`src/logic/aes_params.svh`:
```
// ====================================================================
// Global constants for the AES panel design
// Included by the packages and by the RTL that needs the limits
// ====================================================================
`ifndef AES_PARAMS_SVH
`define AES_PARAMS_SVH

// Cipher geometry for AES-128
`define AES_ROUNDS 10
`define AES_BLOCK_BITS 128

// Panel limits
`define PHASE_COUNT 16
`define BYTE_MAX 255
`define BYTE_MIN 0

`endif

```
`src/logic/aesPkg.sv`:
```
// ====================================================================
// Cipher types and byte-level helpers shared by the AES datapath
// and the key schedule
// ====================================================================
`include "aes_params.svh"

package aesPkg;

	localparam int BLOCK_BYTES = `AES_BLOCK_BITS / 8;
	localparam int BLOCK_COLS = BLOCK_BYTES / 4;

	typedef logic [7:0] aesByteT;
	typedef logic [31:0] aesWordT;

	// Round index, 0 to 10
	typedef logic [3:0] roundNumT;

	// One block seen as FIPS-197 bytes or as state columns
	// Byte 0 and column 0 sit in the top bits
	typedef union packed {
		aesByteT [0:BLOCK_BYTES-1] bytes;
		aesWordT [0:BLOCK_COLS-1] cols;
	} aesBlockT;

	// ================================================================
	// Forward S-box
	// ================================================================

	// Entry 0 first, 32 entries per line
	localparam logic [2047:0] SBOX_TABLE = {
		256'h637c777bf26b6fc53001672bfed7ab76_ca82c97dfa5947f0add4a2af9ca472c0,
		256'hb7fd9326363ff7cc34a5e5f171d83115_04c723c31896059a071280e2eb27b275,
		256'h09832c1a1b6e5aa0523bd6b329e32f84_53d100ed20fcb15b6acbbe394a4c58cf,
		256'hd0efaafb434d338545f9027f503c9fa8_51a3408f929d38f5bcb6da2110fff3d2,
		256'hcd0c13ec5f974417c4a77e3d645d1973_60814fdc222a908846eeb814de5e0bdb,
		256'he0323a0a4906245cc2d3ac629195e479_e7c8376d8dd54ea96c56f4ea657aae08,
		256'hba78252e1ca6b4c6e8dd741f4bbd8b8a_703eb5664803f60e613557b986c11d9e,
		256'he1f8981169d98e949b1e87e9ce5528df_8ca1890dbfe6426841992d0fb054bb16
	};

	function automatic aesByteT sbox(input aesByteT in);
		return SBOX_TABLE[(255 - int'(in)) * 8 +: 8];
	endfunction

	// ================================================================
	// GF(2^8) arithmetic
	// ================================================================

	// Multiply by 2, reduced by the AES polynomial
	function automatic aesByteT xtime(input aesByteT in);
		aesByteT shifted;
		shifted = {in[6:0], 1'b0};
		return in[7] ? (shifted ^ 8'h1b) : shifted;
	endfunction

endpackage

```
`src/logic/roundBusIf.sv`:
```
// ====================================================================
// Round control and round key shared by the FSM, the round counter,
// the key schedule and the datapath
// ====================================================================
`timescale 1ns/1ps

interface roundBusIf;
	import aesPkg::*;

	// One-cycle strobes from the FSM, never high together
	logic     load;
	logic     step;

	roundNumT roundNum;
	aesBlockT roundKey;

	modport ctrl (output load, output step);
	modport counter (input load, input step, output roundNum);
	modport keys (input load, input step, input roundNum, output roundKey);
	modport datapath (input load, input step, input roundNum, input roundKey);

endinterface

```
`src/logic/encryptCtrl.sv`:
```
// ====================================================================
// Encryption FSM: starts a run when set falls, steps the rounds
// and holds cipherValid until set rises again
// ====================================================================
`timescale 1ns/1ps

module encryptCtrl (
	input  logic    clk,
	input  logic    rstN,
	input  logic    set,
	input  logic    roundsDone,
	output logic    cipherValid,
	roundBusIf.ctrl bus
);

	typedef enum logic [1:0] {
		IDLE,
		LOAD,
		RUN,
		DONE
	} stateT;

	stateT state;
	stateT nextState;
	logic  setQ;

	always_ff @(posedge clk) begin
		if (!rstN) begin
			state <= IDLE;
			setQ  <= 1'b0;
		end else begin
			state <= nextState;
			setQ  <= set;
		end
	end

	always_comb begin
		nextState = state;
		case (state)
			RUN:     if (roundsDone) nextState = DONE;
			DONE:    if (set) nextState = IDLE;
			LOAD:    nextState = RUN;
			default: nextState = state;
		endcase
		// A fresh falling edge of set restarts from any state
		if (setQ && !set) begin
			nextState = LOAD;
		end
	end

	assign bus.load = (state == LOAD);
	// No step in the cycle that carries roundsDone
	assign bus.step = (state == RUN) && !roundsDone;
	assign cipherValid = (state == DONE);

endmodule

```
`src/flat_wrapper.sv`:
```
// flat-port wrapper written by rule: the top's interface ports become plain ports
module encryptCtrl_flat 
  (clk, rstN, set, roundsDone, cipherValid, bus_load, bus_step);
  roundBusIf bus_i ();
  input  logic clk;
  input  logic rstN;
  input  logic set;
  input  logic roundsDone;
  output logic cipherValid;
  output wire logic [$bits(bus_i.load)-1:0] bus_load;
  output wire logic [$bits(bus_i.step)-1:0] bus_step;
  assign bus_load = bus_i.load;
  assign bus_step = bus_i.step;
  encryptCtrl u_core (.clk(clk), .rstN(rstN), .set(set), .roundsDone(roundsDone), .cipherValid(cipherValid), .bus(bus_i));
endmodule
```
`config.mk`:
```
export PLATFORM = sky130hd
export DESIGN_NAME = encryptCtrl_flat
export DESIGN_NICKNAME = d
export VERILOG_FILES = /design/src/logic/aesPkg.sv /design/src/logic/roundBusIf.sv /design/src/logic/encryptCtrl.sv /design/src/flat_wrapper.sv
export VERILOG_INCLUDE_DIRS = /design/src /design/src/logic
export SDC_FILE = /design/constraint.sdc
export NUM_CORES = 1
export LEC_CHECK = 0
export BUFFER_PORTS_ARGS = -buffer_cell sky130_fd_sc_hd__clkbuf_2
export CORE_AREA = 2 2 39 41
export CTS_CLUSTER_SIZE = 8
export DETAILED_ROUTE_END_ITERATION = 8
export DIE_AREA = 0 0 41 43
export PLACE_DENSITY_LB_ADDON = 0.1
export SYNTH_ARGS = -nofsm -noshare
export SYNTH_HDL_FRONTEND = slang
export SYNTH_SLANG_ARGS = --single-unit
```
`constraint.sdc`:
```
create_clock -name clk -period 1.1 [get_ports clk]
set_input_delay 0.11 -clock clk [delete_from_list [all_inputs] [get_ports clk]]
set_output_delay 0.11 -clock clk [all_outputs]
set_load 0.02 [all_outputs]
```
-- After elaboration in Yosys (flattened, before gate mapping)
Cells that the tools add are included.
- output and inout bits: 3
- input port bits: 4
- bits in registers: 3
- logic and storage cells: 24
- equal/unequal tests: 7
- bitwise logic cells: 1
- reductions and logical operators: 9
- muxes and demuxes: 4
- operators with widths (kind ; number):
    $ne 3x2->1 const B ; 2
    $pmux 2 s3 ; 1
    $reduce_and 3->1 ; 2
    $eq 2x2->1 const B ; 2
    $mux 2 ; 2
    $ne 2x2->1 const B ; 2
    $reduce_bool 4->1 ; 1
    $reduce_bool 3->1 ; 1
    $eq 2x1->1 const B ; 1
    $logic_and 1x1->1 ; 2
    $logic_not 1->1 ; 2
    $reduce_or 2->1 ; 1
    $mux 1 ; 1
    $not 1->1 ; 1

-- Logic depth before layout (Yosys ltp)
- depth in word-level cells: 4
- mapped depth: 3
- mapped depth without buffers: 3

-- Worst setup path after synthesis
No wires, ideal clock.
- path kind: register to output
- from: reg u_core.state[1]
- to: out bus_step
- required time: 990 ps
- slack: 75 ps
- stages on the path, launching flop included: 2
- path buffers: 0
- arrival: 915 ps
- cell sequence: dfxtp_1 -> nor3b_1
- cells in the longest elaborated chain, start to end: 2
- ends and longest elaborated chain (what ; RTL line ; RTL):
    from (decl) ; encryptCtrl.sv:23 ; stateT state;
    from (signal assigned) ; encryptCtrl.sv:32 ; state <= nextState;
    $eq 2x2->1 ; encryptCtrl.sv:53 ; assign bus.step = (state == RUN) && !roundsDone;
    $logic_and 1x1->1 ; encryptCtrl.sv:53 ;
    to (decl) ; flat_wrapper.sv:11 ; output wire logic [$bits(bus_i.step)-1:0] bus_step;
Every way passes these cells.

-- Worst setup path in the final report
Ends and elaborated chain as after synthesis.

==> key figures <==
Cells and area
  • Share of layout cells above drive strength 1: 56.0%
  • Final non-filler cell total: 41
  • Fin area: 228 µm²
  • ANT cells: 0
  • Final Net Count: 30
  • Synth-to-Final Area Change: 55.6%

Logic synthesis
  • Most common cell in the netlist: dfxtp_1
  • Synthesized area: 146 µm²
  • Post-synth top cells: dfxtp_1, and2b_1
  • Top post-synthesis cells by area: dfxtp_1, and2b_1, a211oi_2
  • Avg Synthesized Cell Area: 9.76 µm²
  • Count of different cell masters after synthesis: 12
  • Post-Synthesis Cells: 15
  • Part of the Yosys area used for sequential elements: 41.0%
  • #FFs+latches synth: 3
  • Main synth FF type: dfxtp_1
  • Mapped Nets: 19
  • Yosys top cell by area: dfxtp_1
  • Number of enable flip-flop cells after synthesis: 0
  • Share of the synthesized area in the top cell type: 41.0%
  • Yosys Warn Count: 0
  • Ys async rst share: 0%

Flow run
  • Max Cap Viol: 0

Worst hold path
  • Beginning of the worst hold path: set
  • Hold Path Depth: 2
  • Worst hold-check path type: input port to flop
  • Hold worst-path end: u_core.state[1]

CTS
  • Total CTS buffers: 3
  • Clock insertion delay at the later pin of the skew report: 0.23 ns
  • H-tree levels: 1
  • Reg clk slew, reported paths: 0.04 ns
  • # hold bufs at CTS: 0
  • Setup repair bufs after CTS: 0
  • CTS Sinks: 3
  • Root buffer cell: clkbuf_4
  • Longest Clk Path Bufs: 2
  • CTS tree: done

Placed design
  • Final Wtd Congestion: 0.597
  • Cell Area, Placed: 196 µm²
  • Placed insts: 37
  • DP Worst Slack: 0.209 ns
  • Port Buffers: 6

STA
  • Final period utilization: 95.2%
  • Setup TNS: 0 ns
  • Layout Skew: 0.00262 ns
  • Hold Violations, Final: 0
  • Fmax: 0.955 GHz
  • RSZ-0062 raised after global routing: yes
  • PnR worst setup slack: 0.0527 ns
  • Max-slew headroom: 89.0%
  • Slew Viols, Final: 0
  • Worst-margin pin slew: 0.165 ns
  • Period minus WS final: 1.05 ns
  • Final setup violation count: 0

Setup path
  • Crit end category: output port
  • Worst R2R End: u_core.state[0]
  • CP cell instances: nor3b_1, buf_4
  • Crit Path Class: flop to output port
  • Setup slack, reg-to-reg: 0.28 ns
  • Arrival @ worst endpoint: 0.94 ns
  • Startpoint Class: flop
  • CP Data Required Time: 0.99 ns
  • R2R Path Start: u_core.state[0]
  • Slowest cell on crit path: dfxtp_2
  • R2R cell count: 3
  • Worst path max stage delay: 0.35 ns
  • Maximum fanout along the worst path: 5

Floorplan
  • Top Ports: 7
  • Die area: 1760 µm²
  • Height of the die: 43 µm
  • Core region area: 1380 µm²
  • # rows: 14
  • DIE WIDTH: 41 µm
  • Initial cell density of the core: 10.6%

Pwr
  • Total power: 0.000341 W
  • Worst vdd ir: 0.000616 V
  • Total leakage power: 0.102 nW
  • Power density over the cells: 1500 nW/µm²

Detailed routing
  • DR vias: 134
  • Wire per inst: 6.93 µm
  • 1st-iter DRT viols: 0
  • Routed Antenna Nets: 0
  • First-pass DRT Iterations: 1
  • Drt drc: 0
  • WL final: 284 µm
  • DR vias/cell: 3.27

Global routing
  • Number of global-route vias before repair: 124
  • Total grt overflow: 0
  • Largest net degree at the start of global routing: 7
  • All-Layer GR Usage: 4.91%
  • Antenna violations before repair: 0
  • Global-route wire length before repair: 496 µm

Run status
  • Status: finished clean
## timing repair
action	in CTS	in global routing
pin swaps	0	0
setup endpoints to repair	1	3
gates resized for setup	2	3
## cell usage in the layout (no fill, tap or decap)
cell	netlist	routed
and2b_1	2	2
buf_2	0	1
nor2_1	1	1
nand2_1	1	1
nor2b_1	1	1
a21boi_1	1	1
dfxtp_1	3	1
clkbuf_1	0	1
and2_1	1	1
nand2b_1	1	1
nor3b_1	1	1
a211oi_2	1	1
clkbuf_2	0	4
o21ai_2	1	1
dfxtp_2	0	2
and2_4	1	1
buf_4	0	1
clkbuf_4	0	3
## stage by stage
stage	utilization [%]	hold slack, ns
finish	16.5	0.0879
global route	16.5	0.109
CTS	16.4	0.0871
detailed placement	14.2	0.341
global placement	14.2	0.343
floorplan	-	0.196
## kinds of logic (layout without fill, tap and decap cells)
family	Yosys count	after routing	synth area share [%]
compound gates	3	3	19.7
buf+inv	0	10	0
flops	3	3	41.0
simple gates	9	9	39.3
## power by group
part           total (W)  switching, W  internal (W)
Sequential      0.000119    0.00000384      0.000115
Clock           0.000194     0.0000581      0.000136
Combinational  0.0000282     0.0000135     0.0000148
Total           0.000341     0.0000754      0.000266
## cell type report
cell class,instances,area [µm²]
Clock buffer,4,26.3
Sequential cell,3,62.6
Fill cell,166,1160
Multi-Input combinational cell,12,86.3
Timing Repair Buffer,6,32.5
Tap cell,16,20.0
## critical path: cells and delay by family, from the launching register on
family                 cells  cell delay, ns
buffers and inverters      1            0.17
flip-flops                 1            0.35
AND/OR/NAND/NOR            1            0.19
## worst max path at each step
stage               cells past startpoint         endpoint             from
global route                            2         bus_step  u_core.state[1]
finish                                  2         bus_step  u_core.state[1]
CTS                                     2         bus_step  u_core.state[0]
global placement                        3  u_core.state[0]  u_core.state[0]
floorplan                               1         bus_step  u_core.state[1]
detailed placement                      2         bus_step  u_core.state[1]
## metal layers
metal  GRT usage (%)  up-vias  part of all wire (%)
li1                -       70                     -
met1            5.45       55                    46
met2            4.38        9                    36
met3            6.28        0                    18
met4            4.00        0                     0
met5               0        -                     0
## flip-flops by register name, summed over array words and instances (netlist names)
name and cells:
u_core.setQ 1, u_core.state 2
No activity file was read; power rests on OpenSTA's default activity.
