File: src/logic/aes_params.svh
// ====================================================================
// Global constants for the AES panel design
// Included by the packages and by the RTL that needs the limits
// ====================================================================
`ifndef AES_PARAMS_SVH
`define AES_PARAMS_SVH

// Cipher geometry for AES-128
`define AES_ROUNDS 10
`define AES_BLOCK_BITS 128

// Panel limits
`define PHASE_COUNT 16
`define BYTE_MAX 255
`define BYTE_MIN 0

`endif

File: src/logic/aesPkg.sv
// ====================================================================
// Cipher types and byte-level helpers shared by the AES datapath
// and the key schedule
// ====================================================================
`include "aes_params.svh"

package aesPkg;

	localparam int BLOCK_BYTES = `AES_BLOCK_BITS / 8;
	localparam int BLOCK_COLS = BLOCK_BYTES / 4;

	typedef logic [7:0] aesByteT;
	typedef logic [31:0] aesWordT;

	// Round index, 0 to 10
	typedef logic [3:0] roundNumT;

	// One block seen as FIPS-197 bytes or as state columns
	// Byte 0 and column 0 sit in the top bits
	typedef union packed {
		aesByteT [0:BLOCK_BYTES-1] bytes;
		aesWordT [0:BLOCK_COLS-1] cols;
	} aesBlockT;

	// ================================================================
	// Forward S-box
	// ================================================================

	// Entry 0 first, 32 entries per line
	localparam logic [2047:0] SBOX_TABLE = {
		256'h637c777bf26b6fc53001672bfed7ab76_ca82c97dfa5947f0add4a2af9ca472c0,
		256'hb7fd9326363ff7cc34a5e5f171d83115_04c723c31896059a071280e2eb27b275,
		256'h09832c1a1b6e5aa0523bd6b329e32f84_53d100ed20fcb15b6acbbe394a4c58cf,
		256'hd0efaafb434d338545f9027f503c9fa8_51a3408f929d38f5bcb6da2110fff3d2,
		256'hcd0c13ec5f974417c4a77e3d645d1973_60814fdc222a908846eeb814de5e0bdb,
		256'he0323a0a4906245cc2d3ac629195e479_e7c8376d8dd54ea96c56f4ea657aae08,
		256'hba78252e1ca6b4c6e8dd741f4bbd8b8a_703eb5664803f60e613557b986c11d9e,
		256'he1f8981169d98e949b1e87e9ce5528df_8ca1890dbfe6426841992d0fb054bb16
	};

	function automatic aesByteT sbox(input aesByteT in);
		return SBOX_TABLE[(255 - int'(in)) * 8 +: 8];
	endfunction

	// ================================================================
	// GF(2^8) arithmetic
	// ================================================================

	// Multiply by 2, reduced by the AES polynomial
	function automatic aesByteT xtime(input aesByteT in);
		aesByteT shifted;
		shifted = {in[6:0], 1'b0};
		return in[7] ? (shifted ^ 8'h1b) : shifted;
	endfunction

endpackage

File: src/logic/roundBusIf.sv
// ====================================================================
// Round control and round key shared by the FSM, the round counter,
// the key schedule and the datapath
// ====================================================================
`timescale 1ns/1ps

interface roundBusIf;
	import aesPkg::*;

	// One-cycle strobes from the FSM, never high together
	logic     load;
	logic     step;

	roundNumT roundNum;
	aesBlockT roundKey;

	modport ctrl (output load, output step);
	modport counter (input load, input step, output roundNum);
	modport keys (input load, input step, input roundNum, output roundKey);
	modport datapath (input load, input step, input roundNum, input roundKey);

endinterface

File: src/logic/roundCounter.sv
// ====================================================================
// Round number for the key schedule and datapath, with a pulse once
// the final round has been applied
// ====================================================================
`timescale 1ns/1ps
`include "aes_params.svh"

module roundCounter (
	input  logic       clk,
	input  logic       rstN,
	output logic       roundsDone,
	roundBusIf.counter bus
);
	import aesPkg::*;

	logic lastRound;

	assign lastRound = (bus.roundNum == roundNumT'(`AES_ROUNDS));

	always_ff @(posedge clk) begin
		if (!rstN) begin
			bus.roundNum <= '0;
			roundsDone   <= 1'b0;
		end else begin
			roundsDone <= bus.step && lastRound;
			if (bus.load) begin
				bus.roundNum <= roundNumT'(1);
			end else if (bus.step && !lastRound) begin
				bus.roundNum <= bus.roundNum + roundNumT'(1);
			end
		end
	end

endmodule

File: src/flat_wrapper.sv
// flat-port wrapper written by rule: the top's interface ports become plain ports
module roundCounter_flat import aesPkg::*;
  (clk, rstN, roundsDone, bus_load, bus_step, bus_roundNum);
  roundBusIf bus_i ();
  input  logic clk;
  input  logic rstN;
  output logic roundsDone;
  input wire logic [$bits(bus_i.load)-1:0] bus_load;
  input wire logic [$bits(bus_i.step)-1:0] bus_step;
  output wire logic [$bits(bus_i.roundNum)-1:0] bus_roundNum;
  assign bus_i.load = bus_load;
  assign bus_i.step = bus_step;
  assign bus_roundNum = bus_i.roundNum;
  roundCounter u_core (.clk(clk), .rstN(rstN), .roundsDone(roundsDone), .bus(bus_i));
endmodule
File: config.mk
export PLATFORM = sky130hd
export DESIGN_NAME = roundCounter_flat
export DESIGN_NICKNAME = d
export VERILOG_FILES = /design/src/logic/aesPkg.sv /design/src/logic/roundBusIf.sv /design/src/logic/roundCounter.sv /design/src/flat_wrapper.sv
export VERILOG_INCLUDE_DIRS = /design/src /design/src/logic
export SDC_FILE = /design/constraint.sdc
export NUM_CORES = 1
export LEC_CHECK = 0
export BUFFER_PORTS_ARGS = -buffer_cell sky130_fd_sc_hd__buf_2
export CAP_MARGIN = 20
export CORE_AREA = 5 5 42 44
export CTS_CLUSTER_DIAMETER = 200
export DETAILED_ROUTE_END_ITERATION = 10
export DIE_AREA = 0 0 47 49
export GPL_TIMING_DRIVEN = 1
export HOLD_SLACK_MARGIN = 0.08
export SLEW_MARGIN = 20
export SYNTH_ARGS = -nofsm -noshare
export SYNTH_HDL_FRONTEND = slang
export SYNTH_SLANG_ARGS = --single-unit
File: constraint.sdc
create_clock -name clk -period 2.2 [get_ports clk]
set_input_delay 0.22 -clock clk [delete_from_list [all_inputs] [get_ports clk]]
set_output_delay 0.22 -clock clk [all_outputs]
set_load 0.02 [all_outputs]
# Word level (Yosys, flattened, before mapping)
# Cells that the tools add are included.
[word_totals] ff_bits=5 in_bits=4 output_inout_bits=5 word_cells=13
[classes] add_sub_neg=1 eq_ne=1 muxes=2 bitwise=1 n_reduce_logical=5
[ops] cell="4-bit by 1-bit adder with 4-bit output, second input constant" count=1
[ops] cell="4-bit equality test, second input constant" count=1
[ops] cell="1-bit logical AND" count=2
[ops] cell="1-bit 2-to-1 mux" count=2
[ops] cell="2-bit nonzero test" count=1
[ops] cell="2-bit OR reduction" count=1
[ops] cell="1-bit logical NOT" count=1
[ops] cell="1-bit inverter" count=1

# Depth between registers and ports, before layout
[logic_depth] ltp_word=5 ltp_mapped=5 mapped_depth_nobuf=5

# Worst setup path after synthesis
# OpenSTA, ideal clock, no wires.
[synth_path] kind="register to register" from="register u_core.bus.roundNum[1]" to="register u_core.bus.roundNum[0]" setup_time_ps=120 arrival_time_ps=1275 required_time_ps=2080 path_slack_ps=806 stages_incl_launch_ff=5 n_path_buf=0 period_less_slack_ps=1394 cell_sequence="dfxtp_1 ha_1 nand3b_4 and3_1 o31a_1"
[synth_via] elab_chain_len=4
[synth_rtl] element="start: declaration" line_no="roundBusIf.sv:18" text="modport counter (input load, input step, output roundNum);"
[synth_rtl] element="start signal: assignment" line_no="roundCounter.sv:27" text="bus.roundNum <= roundNumT'(1);"
[synth_rtl] element="start signal: assignment" line_no="roundCounter.sv:29" text="bus.roundNum <= bus.roundNum + roundNumT'(1);"
[synth_rtl] element="4-bit equality test" line_no="roundCounter.sv:18" text="assign lastRound = (bus.roundNum == roundNumT'(`AES_ROUNDS));"
[synth_rtl] element="1-bit logical NOT" line_no="roundCounter.sv:28" text="end else if (bus.step && !lastRound) begin"
[synth_rtl] element="1-bit logical AND" line_no="roundCounter.sv:28"
[synth_rtl] element="2-bit nonzero test (no source line)"
# Every way passes these cells.
# A chain may end at the register's enable or synchronous reset.

# Final worst setup path
# Same ends and word-level chain as after synthesis.

==> results.md <==
- Syn Inst Count: 25
- Total congestion overflow: 0
- Syn_area_per_cell: a little under 10 um2
- Hold Violations, Final: 0
- Tot GR Track Use: roughly 5.9%
- Fin Hold WS: 0.216 ns
- Vias per cell: slightly above 4
- # rows: 14
- Max Freq: roughly 0.75 GHz
- DRT iter0 DRCs: 1
- Htree depth: 1
- First-pass GRT wire length: approximately 930 um
- Routed length per instance: between 9 and 10 um
- Filler instances: roughly 160
- Synthesis-to-layout area growth: 35.8%
- Yosys Warn Count: 0
- Crit share post-route: ~60%
- Post-layout min period: between 1 and 1.5 ns
- Final Max Slew Viols: 0
- CP startpoint: u_core.bus.roundNum[1]$_SDFFE_PP0P_
- DR pass1 iterations: 4
- Routability congestion estimate from global placement: between 0.7 and 0.8
- Max IR drop VDD: between 300 and 400 uV
- Clk sink count: 5
- Vias: between 200 and 250
- DRC: 0
- Antenna Cells: 0
- Yosys reg bits: 5
- Clock Skew: ~0.00093 ns
- Number of antenna violations at the first check in global routing: 0
- Synth Cell Area: roughly 240 um2
- Clock tree buffer depth: 2
- Hold Crit Class: input port to flop
- Top fanout value on the critical path: 5
- DRT Wirelength: 511 um
- LEAKAGE: ~0.18 nW
- Post-route ant nets: 0
- Die area: about 0.0023 mm2
- Outcome: finished clean
- CTS Buf Count: 3
- Arrival time worst endpoint: approximately 1.5 ns
- Endpoint type of the worst setup path: flop
- CORE AREA: about 0.0014 mm2
- Ports: 9
- Origin of the worst min-delay path: bus_load
- Setup CP Type: flop to flop
- Unique masters post-synth: 15
- Worst-Margin Slew: around 0.22 ns
- Origin of the critical flop-to-flop path: u_core.bus.roundNum[1]$_SDFFE_PP0P_
- Ratio of cells with drive above 1 in the final layout: a little under two fifths
- Hold_buf cts: 0
- Later-pin clock latency in the skew report: 0.24 ns
- PortBufs: 8
- RSZ-0062 raised after global routing: false
- Metal3 WL: ~57 um
- WL met1: around 230 um
- Top layer in use: met3
- Met2 wire len: between 200 and 250 um
- Startpoint types: flop
- Die X: 47 um
- Post-Layout Cell Count: between 50 and 60
- Die H: between 40 and 50 um
- Vias in the first global route: around 220
- CTS tree: yes
- Post-CTS setup buffer count: 0
- CTS clk-pin slew, worst paths: roughly 0.040 ns
- Root buf cell: clkbuf_4
- Starting Density: ~17%
- PD cells: 679 mW/mm2
- Setup TNS: 0 ns
- Final setup vio count: 0
- Syn nets: 31
- Largest net degree at the start of global routing: 8
- Final net count: 44
- Maxcap violations: 0
- Rel. slew slack: 85.2%
- Seq/Total Area, Yosys: between 40% and 50%
- Inst Count DP: 49
- Post_cts resized: 0
- Critical Path RT: between 2 and 2.5 ns
cells in the final DEF (no fill, tap or decap), drive strengths merged, types with 2 or more instances in the layout:
| cell type | synthesis | routed |
|---|---|---|
| nor2 | 2 | 2 |
| and3 | 2 | 2 |
| dfxtp | 5 | 5 |
| ha | 2 | 2 |
| nand2 | 3 | 3 |
| clkbuf | 0 | 4 |
| buf | 0 | 8 |
| a21oi | 3 | 3 |
Yosys cell counts:
master	number	area share, %
and3_1	1	2.6
nand4_1	1	2.6
nand2b_1	1	2.6
inv_1	1	1.6
nor3_1	1	2.1
a211o_2	1	4.1
and3_2	1	3.1
xor2_1	1	3.6
nor2_1	2	3.1
dfxtp_1	5	41
a21oi_1	3	6.2
nand3b_4	1	8.3
nand2_1	3	4.7
o31a_1	1	3.6
ha_1	2	10
kinds of logic after synthesis:
| kind of cell | after synthesis | share of synthesized area [%] |
|---|---|---|
| flip-flops | 5 | 41.5 |
| AO/OA/AOI/OAI | 5 | 14.0 |
| AND/OR/NAND/NOR | 11 | 29.0 |
| buffers and inverters | 1 | 1.55 |
| XOR/XNOR | 1 | 3.63 |
| adder cells (fa/ha/maj) | 2 | 10.4 |
sequential cells by signal, summed over array words and instances, names as in the netlist:
signal / count
u_core.roundsDone: 1
u_core.bus.roundNum: 4
final timing paths:
check	endpoint	slack [ns]	depth (start not counted)
worst max-delay path	u_core.bus.roundNum[0]$_SDFFE_PN0P_	0.87	4
worst min-delay path	u_core.bus.roundNum[0]$_SDFFE_PN0P_	0.22	2
worst max register to register	u_core.bus.roundNum[0]$_SDFFE_PN0P_	0.87	4
worst min register to register	u_core.bus.roundNum[2]$_SDFFE_PP0P_	0.51	2
layout make-up:
cell class,count,area [um2],area share [%]
Sequential cell,5,100,30.5
Clock buffer,4,26.3,8.02
Multi-Input combinational cell,19,138,42.0
Timing Repair Buffer,8,40.0,12.2
Tap cell,16,20.0,6.11
Inverter,1,3.75,1.15
metrics by stage:
step / setup WS, ns / power (W) / util, % / area (um2)
2_1_floorplan: 0.806 / 0.000110 / - / 241
3_3_place_gp: 0.898 / 0.000118 / 21.5 / 302
3_5_place_dp: 0.866 / 0.000119 / 21.5 / 302
4_1_cts: 0.854 / 0.000231 / 23.4 / 328
5_1_grt: 0.776 / 0.000244 / 23.4 / 328
6_report: 0.867 / 0.000223 / 23.4 / 328
report_power, final:
group,total (W),internal [W],switching [W]
clock,0.000106,0.0000685,0.0000371
sequential,0.0000960,0.0000933,0.00000266
combinational,0.0000210,0.00000933,0.0000117
layer usage:
| metal | up-vias | track usage [%] |
|---|---|---|
| li1 | 112 | - |
| met1 | 95 | 6.64 |
| met2 | 10 | 8.14 |
| met3 | 0 | 6.64 |
| met4 | 0 | 0 |
| met5 | - | 0 |
critical path: stages (launching register included):
cell and delay (ns):
dfxtp_1 0.40, ha_1 0.26, nand3b_4 0.11, and3_1 0.20, o31a_1 0.26
Power figures use the tool's default switching activity.
