$ cat src/logic/aes_params.svh
// ====================================================================
// Global constants for the AES panel design
// Included by the packages and by the RTL that needs the limits
// ====================================================================
`ifndef AES_PARAMS_SVH
`define AES_PARAMS_SVH

// Cipher geometry for AES-128
`define AES_ROUNDS 10
`define AES_BLOCK_BITS 128

// Panel limits
`define PHASE_COUNT 16
`define BYTE_MAX 255
`define BYTE_MIN 0

`endif

$ cat src/logic/aesPkg.sv
// ====================================================================
// Cipher types and byte-level helpers shared by the AES datapath
// and the key schedule
// ====================================================================
`include "aes_params.svh"

package aesPkg;

	localparam int BLOCK_BYTES = `AES_BLOCK_BITS / 8;
	localparam int BLOCK_COLS = BLOCK_BYTES / 4;

	typedef logic [7:0] aesByteT;
	typedef logic [31:0] aesWordT;

	// Round index, 0 to 10
	typedef logic [3:0] roundNumT;

	// One block seen as FIPS-197 bytes or as state columns
	// Byte 0 and column 0 sit in the top bits
	typedef union packed {
		aesByteT [0:BLOCK_BYTES-1] bytes;
		aesWordT [0:BLOCK_COLS-1] cols;
	} aesBlockT;

	// ================================================================
	// Forward S-box
	// ================================================================

	// Entry 0 first, 32 entries per line
	localparam logic [2047:0] SBOX_TABLE = {
		256'h637c777bf26b6fc53001672bfed7ab76_ca82c97dfa5947f0add4a2af9ca472c0,
		256'hb7fd9326363ff7cc34a5e5f171d83115_04c723c31896059a071280e2eb27b275,
		256'h09832c1a1b6e5aa0523bd6b329e32f84_53d100ed20fcb15b6acbbe394a4c58cf,
		256'hd0efaafb434d338545f9027f503c9fa8_51a3408f929d38f5bcb6da2110fff3d2,
		256'hcd0c13ec5f974417c4a77e3d645d1973_60814fdc222a908846eeb814de5e0bdb,
		256'he0323a0a4906245cc2d3ac629195e479_e7c8376d8dd54ea96c56f4ea657aae08,
		256'hba78252e1ca6b4c6e8dd741f4bbd8b8a_703eb5664803f60e613557b986c11d9e,
		256'he1f8981169d98e949b1e87e9ce5528df_8ca1890dbfe6426841992d0fb054bb16
	};

	function automatic aesByteT sbox(input aesByteT in);
		return SBOX_TABLE[(255 - int'(in)) * 8 +: 8];
	endfunction

	// ================================================================
	// GF(2^8) arithmetic
	// ================================================================

	// Multiply by 2, reduced by the AES polynomial
	function automatic aesByteT xtime(input aesByteT in);
		aesByteT shifted;
		shifted = {in[6:0], 1'b0};
		return in[7] ? (shifted ^ 8'h1b) : shifted;
	endfunction

endpackage

$ cat src/logic/panelPkg.sv
// ====================================================================
// Types for the button panel and its byte display
// ====================================================================
`include "aes_params.svh"

package panelPkg;

	// Phase k selects AES byte 15-k, so phase 0 is the last block byte
	typedef logic [$clog2(`PHASE_COUNT)-1:0] phaseT;

	// Byte shown on the display
	typedef logic [7:0] displayT;

endpackage

$ cat src/logic/panelEntry.sv
// ====================================================================
// Button panel: phase selection, plaintext byte entry and the
// registered display byte
// ====================================================================
`timescale 1ns/1ps
`include "aes_params.svh"

module panelEntry (
	input  logic              clk,
	input  logic              rstN,
	input  logic              set,
	input  logic              buttonU,
	input  logic              buttonD,
	input  logic              buttonL,
	input  logic              buttonR,
	input  logic              cipherValid,
	input  aesPkg::aesBlockT  cipherBlock,
	output aesPkg::aesBlockT  plainBlock,
	output panelPkg::phaseT   curPhase,
	output panelPkg::displayT sevenNum
);
	import aesPkg::*;
	import panelPkg::*;

	phaseT   byteIdx;
	aesByteT plainSel;
	aesByteT cipherSel;

	// Phase k maps onto block byte 15-k
	assign byteIdx   = phaseT'(`PHASE_COUNT - 1) - curPhase;
	assign plainSel  = plainBlock.bytes[byteIdx];
	assign cipherSel = cipherBlock.bytes[byteIdx];

	// Phase wraps both ways, R has priority
	always_ff @(posedge clk) begin
		if (!rstN) begin
			curPhase <= '0;
		end else if (buttonR) begin
			curPhase <= curPhase + phaseT'(1);
		end else if (buttonL) begin
			curPhase <= curPhase - phaseT'(1);
		end
	end

	// Byte entry only in set mode, saturating at both ends
	always_ff @(posedge clk) begin
		if (!rstN) begin
			plainBlock <= '0;
		end else if (set) begin
			if (buttonU) begin
				if (plainSel != aesByteT'(`BYTE_MAX)) begin
					plainBlock.bytes[byteIdx] <= plainSel + 8'd1;
				end
			end else if (buttonD) begin
				if (plainSel != aesByteT'(`BYTE_MIN)) begin
					plainBlock.bytes[byteIdx] <= plainSel - 8'd1;
				end
			end
		end
	end

	// Plaintext while editing, ciphertext once valid, blank otherwise
	always_ff @(posedge clk) begin
		if (!rstN) begin
			sevenNum <= '0;
		end else if (set) begin
			sevenNum <= plainSel;
		end else if (cipherValid) begin
			sevenNum <= cipherSel;
		end else begin
			sevenNum <= '0;
		end
	end

endmodule

$ cat config.mk
export PLATFORM = sky130hd
export DESIGN_NAME = panelEntry
export DESIGN_NICKNAME = d
export VERILOG_FILES = /design/src/logic/aesPkg.sv /design/src/logic/panelPkg.sv /design/src/logic/panelEntry.sv
export VERILOG_INCLUDE_DIRS = /design/src /design/src/logic
export SDC_FILE = /design/constraint.sdc
export NUM_CORES = 1
export LEC_CHECK = 0
export ABC_AREA = 0
export ABC_CLOCK_PERIOD_IN_PS = 4600
export BUFFER_PORTS_ARGS = -buffer_cell sky130_fd_sc_hd__buf_2
export CAP_MARGIN = 30
export CORE_ASPECT_RATIO = 0.6
export CORE_UTILIZATION = 35
export DETAILED_ROUTE_END_ITERATION = 10
export SLEW_MARGIN = 10
export SYNTH_ARGS = -nofsm -noshare
export SYNTH_HDL_FRONTEND = slang
export SYNTH_SLANG_ARGS = --single-unit
export TNS_END_PERCENT = 30
$ cat constraint.sdc
create_clock -name clk -period 4.6 [get_ports clk]
set_clock_uncertainty 0.05 [all_clocks]
set_input_delay 0.46 -clock clk [delete_from_list [all_inputs] [get_ports clk]]
set_output_delay 0.46 -clock clk [all_outputs]
set_load 0.005 [all_outputs]
Word level (Yosys, flattened, before mapping)
Cells that the tools add are included.

Output and inout port bits: 140. Register bits: 140. Word-level logic and storage cells: 37. Input port bits: 136.

Muxes and demuxes: 18. Bitwise gates (word level): 1. Eq/ne operators: 2. Reduce and logical (&&, ||, !) cells: 6. $lt $le $gt $ge: 2. $add $sub $neg: 5.

Operator list (number): $mux W128 (4); $bwmux W128 (2); $bmux W8 S4 (2); $mux W8 (7); $demux W8 S4 (1); $add A8 B1 Y8 const B (1); $mux W4 (2); $ne A8 B8 Y1 const B (1); $reduce_bool A8 Y1 (1); $sub A8 B1 Y8 const B (1); $reduce_bool A2 Y1 (3); $ge A5 B5 Y1 const B (1); $lt A5 B1 Y1 const B (1); $not A4 Y5 (1); $add A4 B1 Y4 const B (1); $reduce_and A4 Y1 (1); $sub A4 B1 Y4 const B (1); $sub A4 B4 Y4 const A (1); $ne A2 B1 Y1 const B (1); $logic_and A1 B1 Y1 (1).

Logic depth before layout (Yosys ltp)
Gate-level depths: netlist of the first run.

Depth in word-level cells: 10. Gate-level depth with buffers: 19. Depth with buffers taken out: 11.

Least setup slack after synthesis of the first run
Ideal clock, no wire load.

Path type: reg2reg. Start point: register curPhase[0]. End point: register plainBlock[26] in the netlist's numbering. Slack: 786 ps. Required time: 4434 ps. Arrival: 3648 ps. Cell stages (with the launch flop): 18. Library setup time: 116 ps. Path through: dfxtp_1 -> buf_2 -> buf_2 -> mux4_2 -> a22oi_1 -> nand3_1 -> clkbuf_1 -> buf_1 -> ha_1 -> nand2_1 -> nor4_1 -> o22ai_1 -> nor2_1 -> buf_2 -> nor4_2 -> buf_4 -> mux2i_1 -> nor2b_1.

Word-level cells in the longest chain between the ends: 10. Elaborated cells between the ends (all ways): 23. Those cells by class: add/sub: 3; order compare: 2; eq/ne: 2; mux: 11; bitwise: 1; reduce/logical: 4.

RTL lines: start, declared (RTL line panelEntry.sv:19) `output panelPkg::phaseT curPhase,`; start signal, assigned (RTL line panelEntry.sv:39) `curPhase <= curPhase + phaseT'(1);`; start signal, assigned (RTL line panelEntry.sv:41) `curPhase <= curPhase - phaseT'(1);`; $sub A4 B4 Y4 (*) (RTL line panelEntry.sv:30) `` assign byteIdx = phaseT'(`PHASE_COUNT - 1) - curPhase; ``; $not A4 Y5 (not written as such) (*) (RTL line panelEntry.sv:31, panelEntry.sv:52, panelEntry.sv:56); $bmux W8 S4, or another cell as far along (RTL line panelEntry.sv:31) `assign plainSel = plainBlock.bytes[byteIdx];`; $mux W8 (not written as such) / $logic_and A1 B1 Y1 (equally long branches) (RTL line panelEntry.sv:31, panelEntry.sv:52, panelEntry.sv:56); $mux W8, on equally long branches (RTL line panelEntry.sv:31, panelEntry.sv:52, panelEntry.sv:56); $sub A8 B1 Y8 / $demux W8 S4 (equally long branches) (RTL line panelEntry.sv:56, panelEntry.sv:52); $bwmux W128 (RTL line panelEntry.sv:56) `plainBlock.bytes[byteIdx] <= plainSel - 8'd1;`; $mux W128 (RTL line panelEntry.sv:55) `` if (plainSel != aesByteT'(`BYTE_MIN)) begin ``; $mux W128 (RTL line panelEntry.sv:54) `end else if (buttonD) begin`; $mux W128 (RTL line panelEntry.sv:50) `if (buttonU) begin`; end, declared (RTL line panelEntry.sv:18) `output aesPkg::aesBlockT plainBlock,`.

Mark *: on every way between the ends. The rest lies on a longest branch, timed or not. The select of a mux whose other input is x is not followed. A chain may end at the register's enable or synchronous reset.

Worst setup path in the final report of the first run
Start point: register curPhase[0]. End point: register plainBlock[122] in the netlist's numbering.

Same word-level chain as after synthesis.

==> flow_summary.ini, run 1 <==
[outcome]
outcome = finished, final reports clean

[clock_network]
cts.htree.levels = 4
clock_sinks = 140
clk_pin_slew_ps = 70
post_cts_buffers = 0
clockBufferDepth = 2
cts_tree = yes
cts_hold_buffers = 0
cts-root-buf = clkbuf_16
clk_latency_ps = 440
cts_resized = 0
cts_inserted_buffers = 17

[global_routing]
grtUsageTotal_pct = 23.70
grt-ovfl-total = 0
grt_max_degree = 85
grt_pass1_vias = 6522
antenna_found_initial = 0
grt_pass1_wl_mm = 40.81

[sta]
max_freq_mhz = 238.9
setup_slack_ps = 414.4
fin_crit_ps = 4186
rsz0062_at_grt = no
relSlewSlack_pct = 32.58
post-route-period-util_pct = 90.99
hold_violations = 0
tightest_slew_ps = 1006
whs_ps = 248.6
drv_slew = 0
setup_viol = 0
tns_ps = 0

[pwr]
p_leak_nw = 4.407
fin_total_pwr_mw = 3.494
cellPowerDensity_nw_per_um2 = 350.3
peakVddDrop_mv = 0.2694

[route]
vias = 6607
routedWlPerCell_um = 21.65
detail-route-antenna-nets = 0
post-route-drc-count = 0
drt_pass1_iterations = 9
wl_mm = 26.56
drt_iter0_drc = 557
routed_via_density = 5.385

[logic_synthesis]
synthAdderAreaFrac_pct = 0.8984
async_reset_ff_share_pct = 0
yosysWarnings = 0
synthFlopType = dfxtp_1
synthXorXnorAreaFrac_pct = 1.219
synthSimpleGateAreaFrac_pct = 14.42
synth_cell_types = 47
synth_edf_count = 0
synth_nets = 815
syn_area_sq_um = 7799
synthCells = 674
ys_seq_area_share_pct = 35.94
synth_area_per_cell_sq_um = 11.57
synth-seq-cells = 140
synth_top_family_by_area = multiplexers
synth_mux_area_share_pct = 33.13
synth_compound_area_share_pct = 8.808

[placement]
placed_cell_area_sq_um = 9405
dp.cells = 1194
port_buffers = 275
place.gp.congestion = 0.8737
dp_slack_ps = 547.6
post-dp-hpwl_mm = 19.81

[final_layout]
final_cell_mix = buf_2 (274), dfxtp_1 (137), mux2i_1 (94)
post-route-cell-area_sq_um = 9976
final_layout_size_suffix_gt1_share_pct = 46.36
area.growth.synth_to_final_pct = 27.92
fillers = 2038
fin_util_pct = 46.52
layout.cells.non_filler = 1227
final_nets = 1075
final_common_cell = buf_2

[setup_path]
worstPathArrival_ps = 4470
crit_path_start_kind = flip-flop
path_class = reg2reg
path_max_fanout = 27
cp-end-kind = flip-flop
crit_required_ps = 4880

[floorplan]
die_w_um = 194.7
die_h_um = 117.6
initial_core_util_pct = 36.37
die-area_sq_um = 22900
rows = 41
fp.coreArea_sq_um = 21440
ios = 276

[run]
drv_cap = 0

[worst_hold_path]
min_path_type = in2reg
## final timing paths
kind / start / endpoint / slack (ps) / depth (start not counted)
worst max-delay path: curPhase[0] / plainBlock[122] / 410 / 12
worst min-delay path: buttonL / curPhase[2] / 250 / 2
worst max register to register: curPhase[0] / plainBlock[122] / 410 / 12
worst min register to register: plainBlock[61] / plainBlock[61] / 470 / 1
## logic make-up after synthesis
kind of cell / after synthesis
fa+ha+maj: 5
flops: 140
buf+inv: 72
compound gates: 90
simple gates: 190
xor+xnor: 10
mux: 167
## area by class of cell
type | count | area, sq um | area share [%]
Antenna cell | 1 | 2.502 | 0.02508
Clock buffer | 17 | 425.4 | 4.264
Clock inverter | 15 | 142.6 | 1.430
Inverter | 5 | 18.77 | 0.1881
Multi-Input combinational cell | 462 | 4599 | 46.11
Sequential cell | 140 | 2811 | 28.18
Tap cell | 279 | 349.1 | 3.499
Timing Repair Buffer | 308 | 1627 | 16.31
## synthesized netlist by cell type (all sizes together) (2+ instances only)
| cell | n | area share (%) |
|---|---|---|
| buf | 36 | 3.9 |
| or2 | 2 | 0.16 |
| nor3 | 2 | 0.13 |
| and3 | 2 | 0.16 |
| nor4 | 19 | 2.4 |
| inv | 5 | 0.24 |
| or3 | 2 | 0.16 |
| nand2b | 3 | 0.24 |
| o21ai | 19 | 1.3 |
| mux2i | 95 | 12 |
| xnor2 | 6 | 0.67 |
| a22oi | 12 | 1.2 |
| or4 | 2 | 0.24 |
| nor2 | 7 | 0.34 |
| xor2 | 4 | 0.55 |
| dfxtp | 140 | 36 |
| clkbuf | 31 | 1.5 |
| a21oi | 19 | 1.2 |
| ha | 4 | 0.64 |
| nand2 | 43 | 2.1 |
| mux4 | 72 | 21 |
| and2 | 2 | 0.16 |
| o211a | 32 | 4.1 |
| nand3 | 11 | 0.71 |
| a31oi | 2 | 0.16 |
| nor2b | 93 | 7.5 |
## power by group
group	switching, mW	total [mW]	internal (mW)	leakage [nW]
logic	0.427	0.820	0.393	2.99
registers	0.0841	1.34	1.25	1.13
clock network	0.617	1.34	0.720	0.283
total	1.13	3.49	2.37	4.41
## routing by layer
metal  vias to the layer above  global-route usage, %  share of wire [%]
li1                       3039                      -                  -
met1                      3294                  35.65                 50
met2                       257                  33.74                 42
met3                        17                  5.960                7.5
met4                         0                  4.861               0.71
met5                         -                      0                  0
## critical path, cell delays in order (launching register included)
cell and delay (ps):
dfxtp_4 660, mux4_2 560, a22oi_1 200, nand3_1 350, ha_1 350, nand2_1 110
nor4_1 70, o22ai_1 280, nor2_1 230, nor4_2 640, buf_4 310, mux2i_1 200
nor2b_1 60
(Power assumes the default switching activity.)
==> run 2, diff against run 1 <==
--- a/config.mk
+++ b/config.mk
@@ -8,3 +8,2 @@
 export LEC_CHECK = 0
-export ABC_AREA = 0
 export ABC_CLOCK_PERIOD_IN_PS = 4600
@@ -15,2 +14,3 @@
 export DETAILED_ROUTE_END_ITERATION = 10
+export SKIP_CTS_REPAIR_TIMING = 1
 export SLEW_MARGIN = 10
==> constraint.sdc (replaced) <==
create_clock -name clk -period 4.6 [get_ports clk]
set_clock_uncertainty 0.05 [all_clocks]
set_input_delay 0.92 -clock clk [delete_from_list [all_inputs] [get_ports clk]]
set_output_delay 0.92 -clock clk [all_outputs]
set_load 0.005 [all_outputs]
==> run 2 against run 1 <==
Effect of this change:
- final cell count fell by 0.16%
- sequential share of layout area fell by 0.17 points
- fmax fell by 0.55%
- die area did not move
- critical path depth did not move
- count of clock-buffer cells in the layout rose by 1
- hold slack improved by 220 ps
- global-route usage fell by 0.062 points
- via count fell by 0.77%
- first-iteration DRC count fell by 9.0%
- total power rose by 5.0%
- critical path type unchanged
==> flow_summary.ini, run 2 (synthesized netlist as in run 1, its figures left out) <==
[floorplan]
die_h_um = 117.6
initial_core_util_pct = 36.37
ios = 276
rows = 41
die-area_sq_um = 22900
die_w_um = 194.7
fp.coreArea_sq_um = 21440

[clock_network]
cts_inserted_buffers = 17
cts.htree.levels = 4
clockBufferDepth = 2
cts_tree = yes
clk_pin_slew_ps = 70
clock_sinks = 140
clk_latency_ps = 430
cts-root-buf = clkbuf_16

[global_routing]
grtUsageTotal_pct = 23.63
antenna_found_initial = 0
grt_pass1_vias = 6432
grt_pass1_wl_mm = 40.81
grt-ovfl-total = 0
grt_max_degree = 91

[route]
routedWlPerCell_um = 21.81
vias = 6556
routed_via_density = 5.352
wl_mm = 26.72
post-route-drc-count = 0
drt_pass1_iterations = 5
detail-route-antenna-nets = 0
drt_iter0_drc = 507

[final_layout]
final_layout_size_suffix_gt1_share_pct = 46.19
antenna-diode-count = 0
final_nets = 1074
final_common_cell = buf_2
final_cell_mix = buf_2 (274), dfxtp_1 (137), mux2i_1 (94)
area.growth.synth_to_final_pct = 28.70

[sta]
tns_ps = 0
setup_viol = 0
fin_crit_ps = 4209
tightest_slew_ps = 943.6
hold_violations = 0
rsz0062_at_grt = no
relSlewSlack_pct = 36.78
whs_ps = 464.8
post-route-period-util_pct = 91.50
drv_slew = 0
max_freq_mhz = 237.6

[worst_hold_path]
holdPathStages = 1
min_path_type = reg2reg

[setup_path]
crit_path_start_kind = flip-flop
r2r-end = plainBlock[108]
crit_required_ps = 4870
crit_family = simple AND/OR/NAND/NOR gates
worstPathArrival_ps = 4480
crit_buf_inv = 1
rrSetupSlack_ps = 390
path_cells = mux4_2, a22oi_1, nand3_1, ha_1, nand2_1, nor4_1, o22ai_1, nor2_1, nor4_2, buf_4, mux2i_1, nor2b_1
path_class = reg2reg
r2r_start = curPhase[0]
critPathSlowestCell = dfxtp_4
max_stage_delay_ps = 690
reg2reg_depth = 12
path_max_fanout = 27
cp-end-kind = flip-flop

[placement]
port_buffers = 275
post-dp-hpwl_mm = 19.67
place.gp.congestion = 0.8697

[run]
drv_cap = 0

[pwr]
peakVddDrop_mv = 0.2808
cellPowerDensity_nw_per_um2 = 365.7
p_leak_nw = 4.424

[outcome]
outcome = finished, final reports clean
run 2: changes by cell type in the layout (fill, tap and decap cells not counted):
cell	delta
clkinv_8	-1
clkinvlp_4	+2
clkinv_4	+2
inv_6	-6
diode_2	-1
clkinv_2	-1
buf_4	-1
clkbuf_1	+1
bufinv_16	+4
inv_8	-1
run 2: layout make-up:
type,instances,area [sq um]
fillers,2011,11410
multi-input cells,462,4599
flip-flops and latches,140,2811
repair buffers,307,1619
clock buffers,18,429.2
well taps,279,349.1
clock inverters,14,210.2
inverters,5,18.77
run 2: worst max-delay path by stage:
stage | slack [ps] | to | cells after the start | startpoint
6_report | 390 | plainBlock[108] | 12 | curPhase[0]
5_1_grt | 50 | plainBlock[83] | 12 | curPhase[0]
4_1_cts | 460 | plainBlock[86] | 12 | curPhase[0]
3_5_place_dp | 500 | plainBlock[86] | 12 | curPhase[0]
3_3_place_gp | 580 | plainBlock[87] | 10 | curPhase[2]
2_1_floorplan | 790 | plainBlock[26] | 17 | curPhase[0]
run 2: report_power, final:
group	internal, mW	switching (mW)	leakage [nW]
Sequential	1.25	0.0861	1.13
Clock	0.923	0.595	0.306
Combinational	0.391	0.422	2.99
Total	2.57	1.10	4.42
run 2: per-layer routing:
layer | GRT usage, % | vias up | wire length, um
met5 | 0 | - | 0
met4 | 3.274 | 0 | 126
met3 | 6.533 | 11 | 1828
met2 | 33.47 | 251 | 11170
met1 | 35.89 | 3262 | 13600
li1 | - | 3032 | -
run 2: through the flow:
| step | setup WS [ps] | std cells | utilization [%] | area [sq um] | total power [mW] |
|---|---|---|---|---|---|
| 2_1_floorplan | 785.7 | 674 | - | 7799 | 1.905 |
| 6_report | 391.2 | 1225 | 46.81 | 10040 | 3.670 |
| 3_3_place_gp | 581.6 | 1193 | 43.83 | 9398 | 2.175 |
| 4_1_cts | 457.6 | 1225 | 46.81 | 10040 | 3.686 |
| 3_5_place_dp | 499.3 | 1193 | 43.83 | 9398 | 2.179 |
| 5_1_grt | 50.76 | 1225 | 46.81 | 10040 | 3.817 |
==> run 3, diff against run 2 <==
CELL_PAD_IN_SITES_DETAIL_PLACEMENT = 0   (was not set)
CELL_PAD_IN_SITES_GLOBAL_PLACEMENT = 1   (was not set)
PLACE_DENSITY_LB_ADDON = 0.1   (was not set)
==> run 3 against run 2 <==
Effect of this change:
- hold slack improved by 16 ps
- non-clock buffer count increased by 4
- clock power fell by 9%
- count of clock-buffer cells in the layout unchanged
==> flow_summary.ini, run 3 (synthesized netlist as in run 1, its figures left out) <==
[setup_path]
cp-end-kind = flip-flop
crit_path_start_kind = flip-flop
crit_required_ps = 4850
rrSetupSlack_ps = 380
path_class = reg2reg
r2r_start = curPhase[2]
worstPathArrival_ps = 4480
reg2reg_depth = 10
path_max_fanout = 20

[clock_network]
clockBufferDepth = 2
cts_tree = yes
clk_pin_slew_ps = 70
cts_inserted_buffers = 17
clk_latency_ps = 420
cts-root-buf = clkbuf_16
clock_sinks = 140
cts.htree.levels = 4

[pwr]
p_leak_nw = 4.431
switching_share_pct = 30.26
p_sw_mw = 1.072
peakVddDrop_mv = 0.2576
cellPowerDensity_nw_per_um2 = 353.1
p_comb_share_pct = 23.1
pwr-share-seq_pct = 37.6
p_int_mw = 2.472
clock_power_share_pct = 39.3

[worst_hold_path]
holdPathStages = 1
min_from = plainBlock[117]
min_path_type = reg2reg
min_to = plainBlock[117]

[route]
drt_iter0_drc = 449
wl_mm = 26.48
vias = 6595
drt_pass1_iterations = 7
detail-route-antenna-nets = 0
routedWlPerCell_um = 21.54
post-route-drc-count = 0
routed_via_density = 5.366

[final_layout]
fin_util_pct = 46.81
area.growth.synth_to_final_pct = 28.72
final_common_cell = buf_2
final_nets = 1078
final_layout_size_suffix_gt1_share_pct = 46.42
final_cell_mix = buf_2 (274), dfxtp_1 (137), mux2i_1 (94)
antenna-diode-count = 0

[sta]
post-route-period-util_pct = 91.84
hold_violations = 0
drv_slew = 0
whs_ps = 480.3
tns_ps = 0
setup_viol = 0
rsz0062_at_grt = no
fin_crit_ps = 4224
tightest_slew_ps = 911.0
relSlewSlack_pct = 38.76
max_freq_mhz = 236.7

[floorplan]
ios = 276
die-area_sq_um = 22900
die_h_um = 117.6
fp.coreArea_sq_um = 21440
die_w_um = 194.7
rows = 41
initial_core_util_pct = 36.37

[global_routing]
grt_max_degree = 82
grt-ovfl-total = 0
grtUsageTotal_pct = 23.41
antenna_found_initial = 0
grt_pass1_wl_mm = 40.87
grt_pass1_vias = 6696

[placement]
port_buffers = 275
place.gp.congestion = 0.8752
post-dp-hpwl_mm = 19.86

[run]
drv_cap = 0

[outcome]
outcome = finished, final reports clean
run 3: power by group through the flow:
| stage | Sequential [mW] | Clock [mW] | Combinational [mW] |
|---|---|---|---|
| 3_5_place_dp | 1.36 | 0 | 0.819 |
| 6_report | 1.33 | 1.39 | 0.819 |
| 5_1_grt | 1.34 | 1.48 | 0.882 |
| 3_3_place_gp | 1.36 | 0 | 0.805 |
| 4_1_cts | 1.33 | 1.42 | 0.822 |
| 2_1_floorplan | 1.31 | 0 | 0.598 |
run 3: area by class of cell:
class | count | area, sq um
clock buffer | 18 | 439.2
clock inverter | 14 | 158.9
fill | 2004 | 11400
inverter | 5 | 18.77
multi-input combinational | 462 | 4592
sequential | 140 | 2811
tap | 279 | 349.1
timing repair buffer | 311 | 1669
run 3: routing by layer:
layer  vias up  GRT usage (%)  routed length (um)
met4         0          4.960                 162
met5         -              0                   0
li1       3042              -                   -
met1      3334          35.13               13320
met3        11          5.330                1623
met2       208          33.80               11370
run 3: critical path: stages, from the launching register on:
cell and delay [ps]:
dfxtp_2 750, buf_4 300, mux4_2 510, mux2i_1 540, mux2i_1 330, or4_4 490, o221ai_4 320, buf_4 270
nor4_2 70, buf_4 210, o211a_1 230
run 3: worst max path at each step:
stage                startpoint             end  slack, ps  depth (start not counted)
global route        curPhase[2]  plainBlock[73]        250                         10
global placement    curPhase[2]  plainBlock[41]        560                         11
CTS                 curPhase[2]  plainBlock[34]        530                         11
finish              curPhase[2]       flip-flop        380                         10
floorplan           curPhase[0]  plainBlock[26]        790                         17
detailed placement  curPhase[2]  plainBlock[31]        530                         11
run 3: through the flow:
| step | setup slack, ps | std cells | instance area (sq um) | total power [mW] |
|---|---|---|---|---|
| floorplan | 785.7 | 674 | 7799 | 1.905 |
| global placement | 557.5 | 1196 | 9413 | 2.163 |
| detailed placement | 529.1 | 1197 | 9440 | 2.180 |
| CTS | 527.3 | 1229 | 10040 | 3.578 |
| global route | 251.3 | 1229 | 10040 | 3.704 |
| finish | 375.5 | 1229 | 10040 | 3.544 |
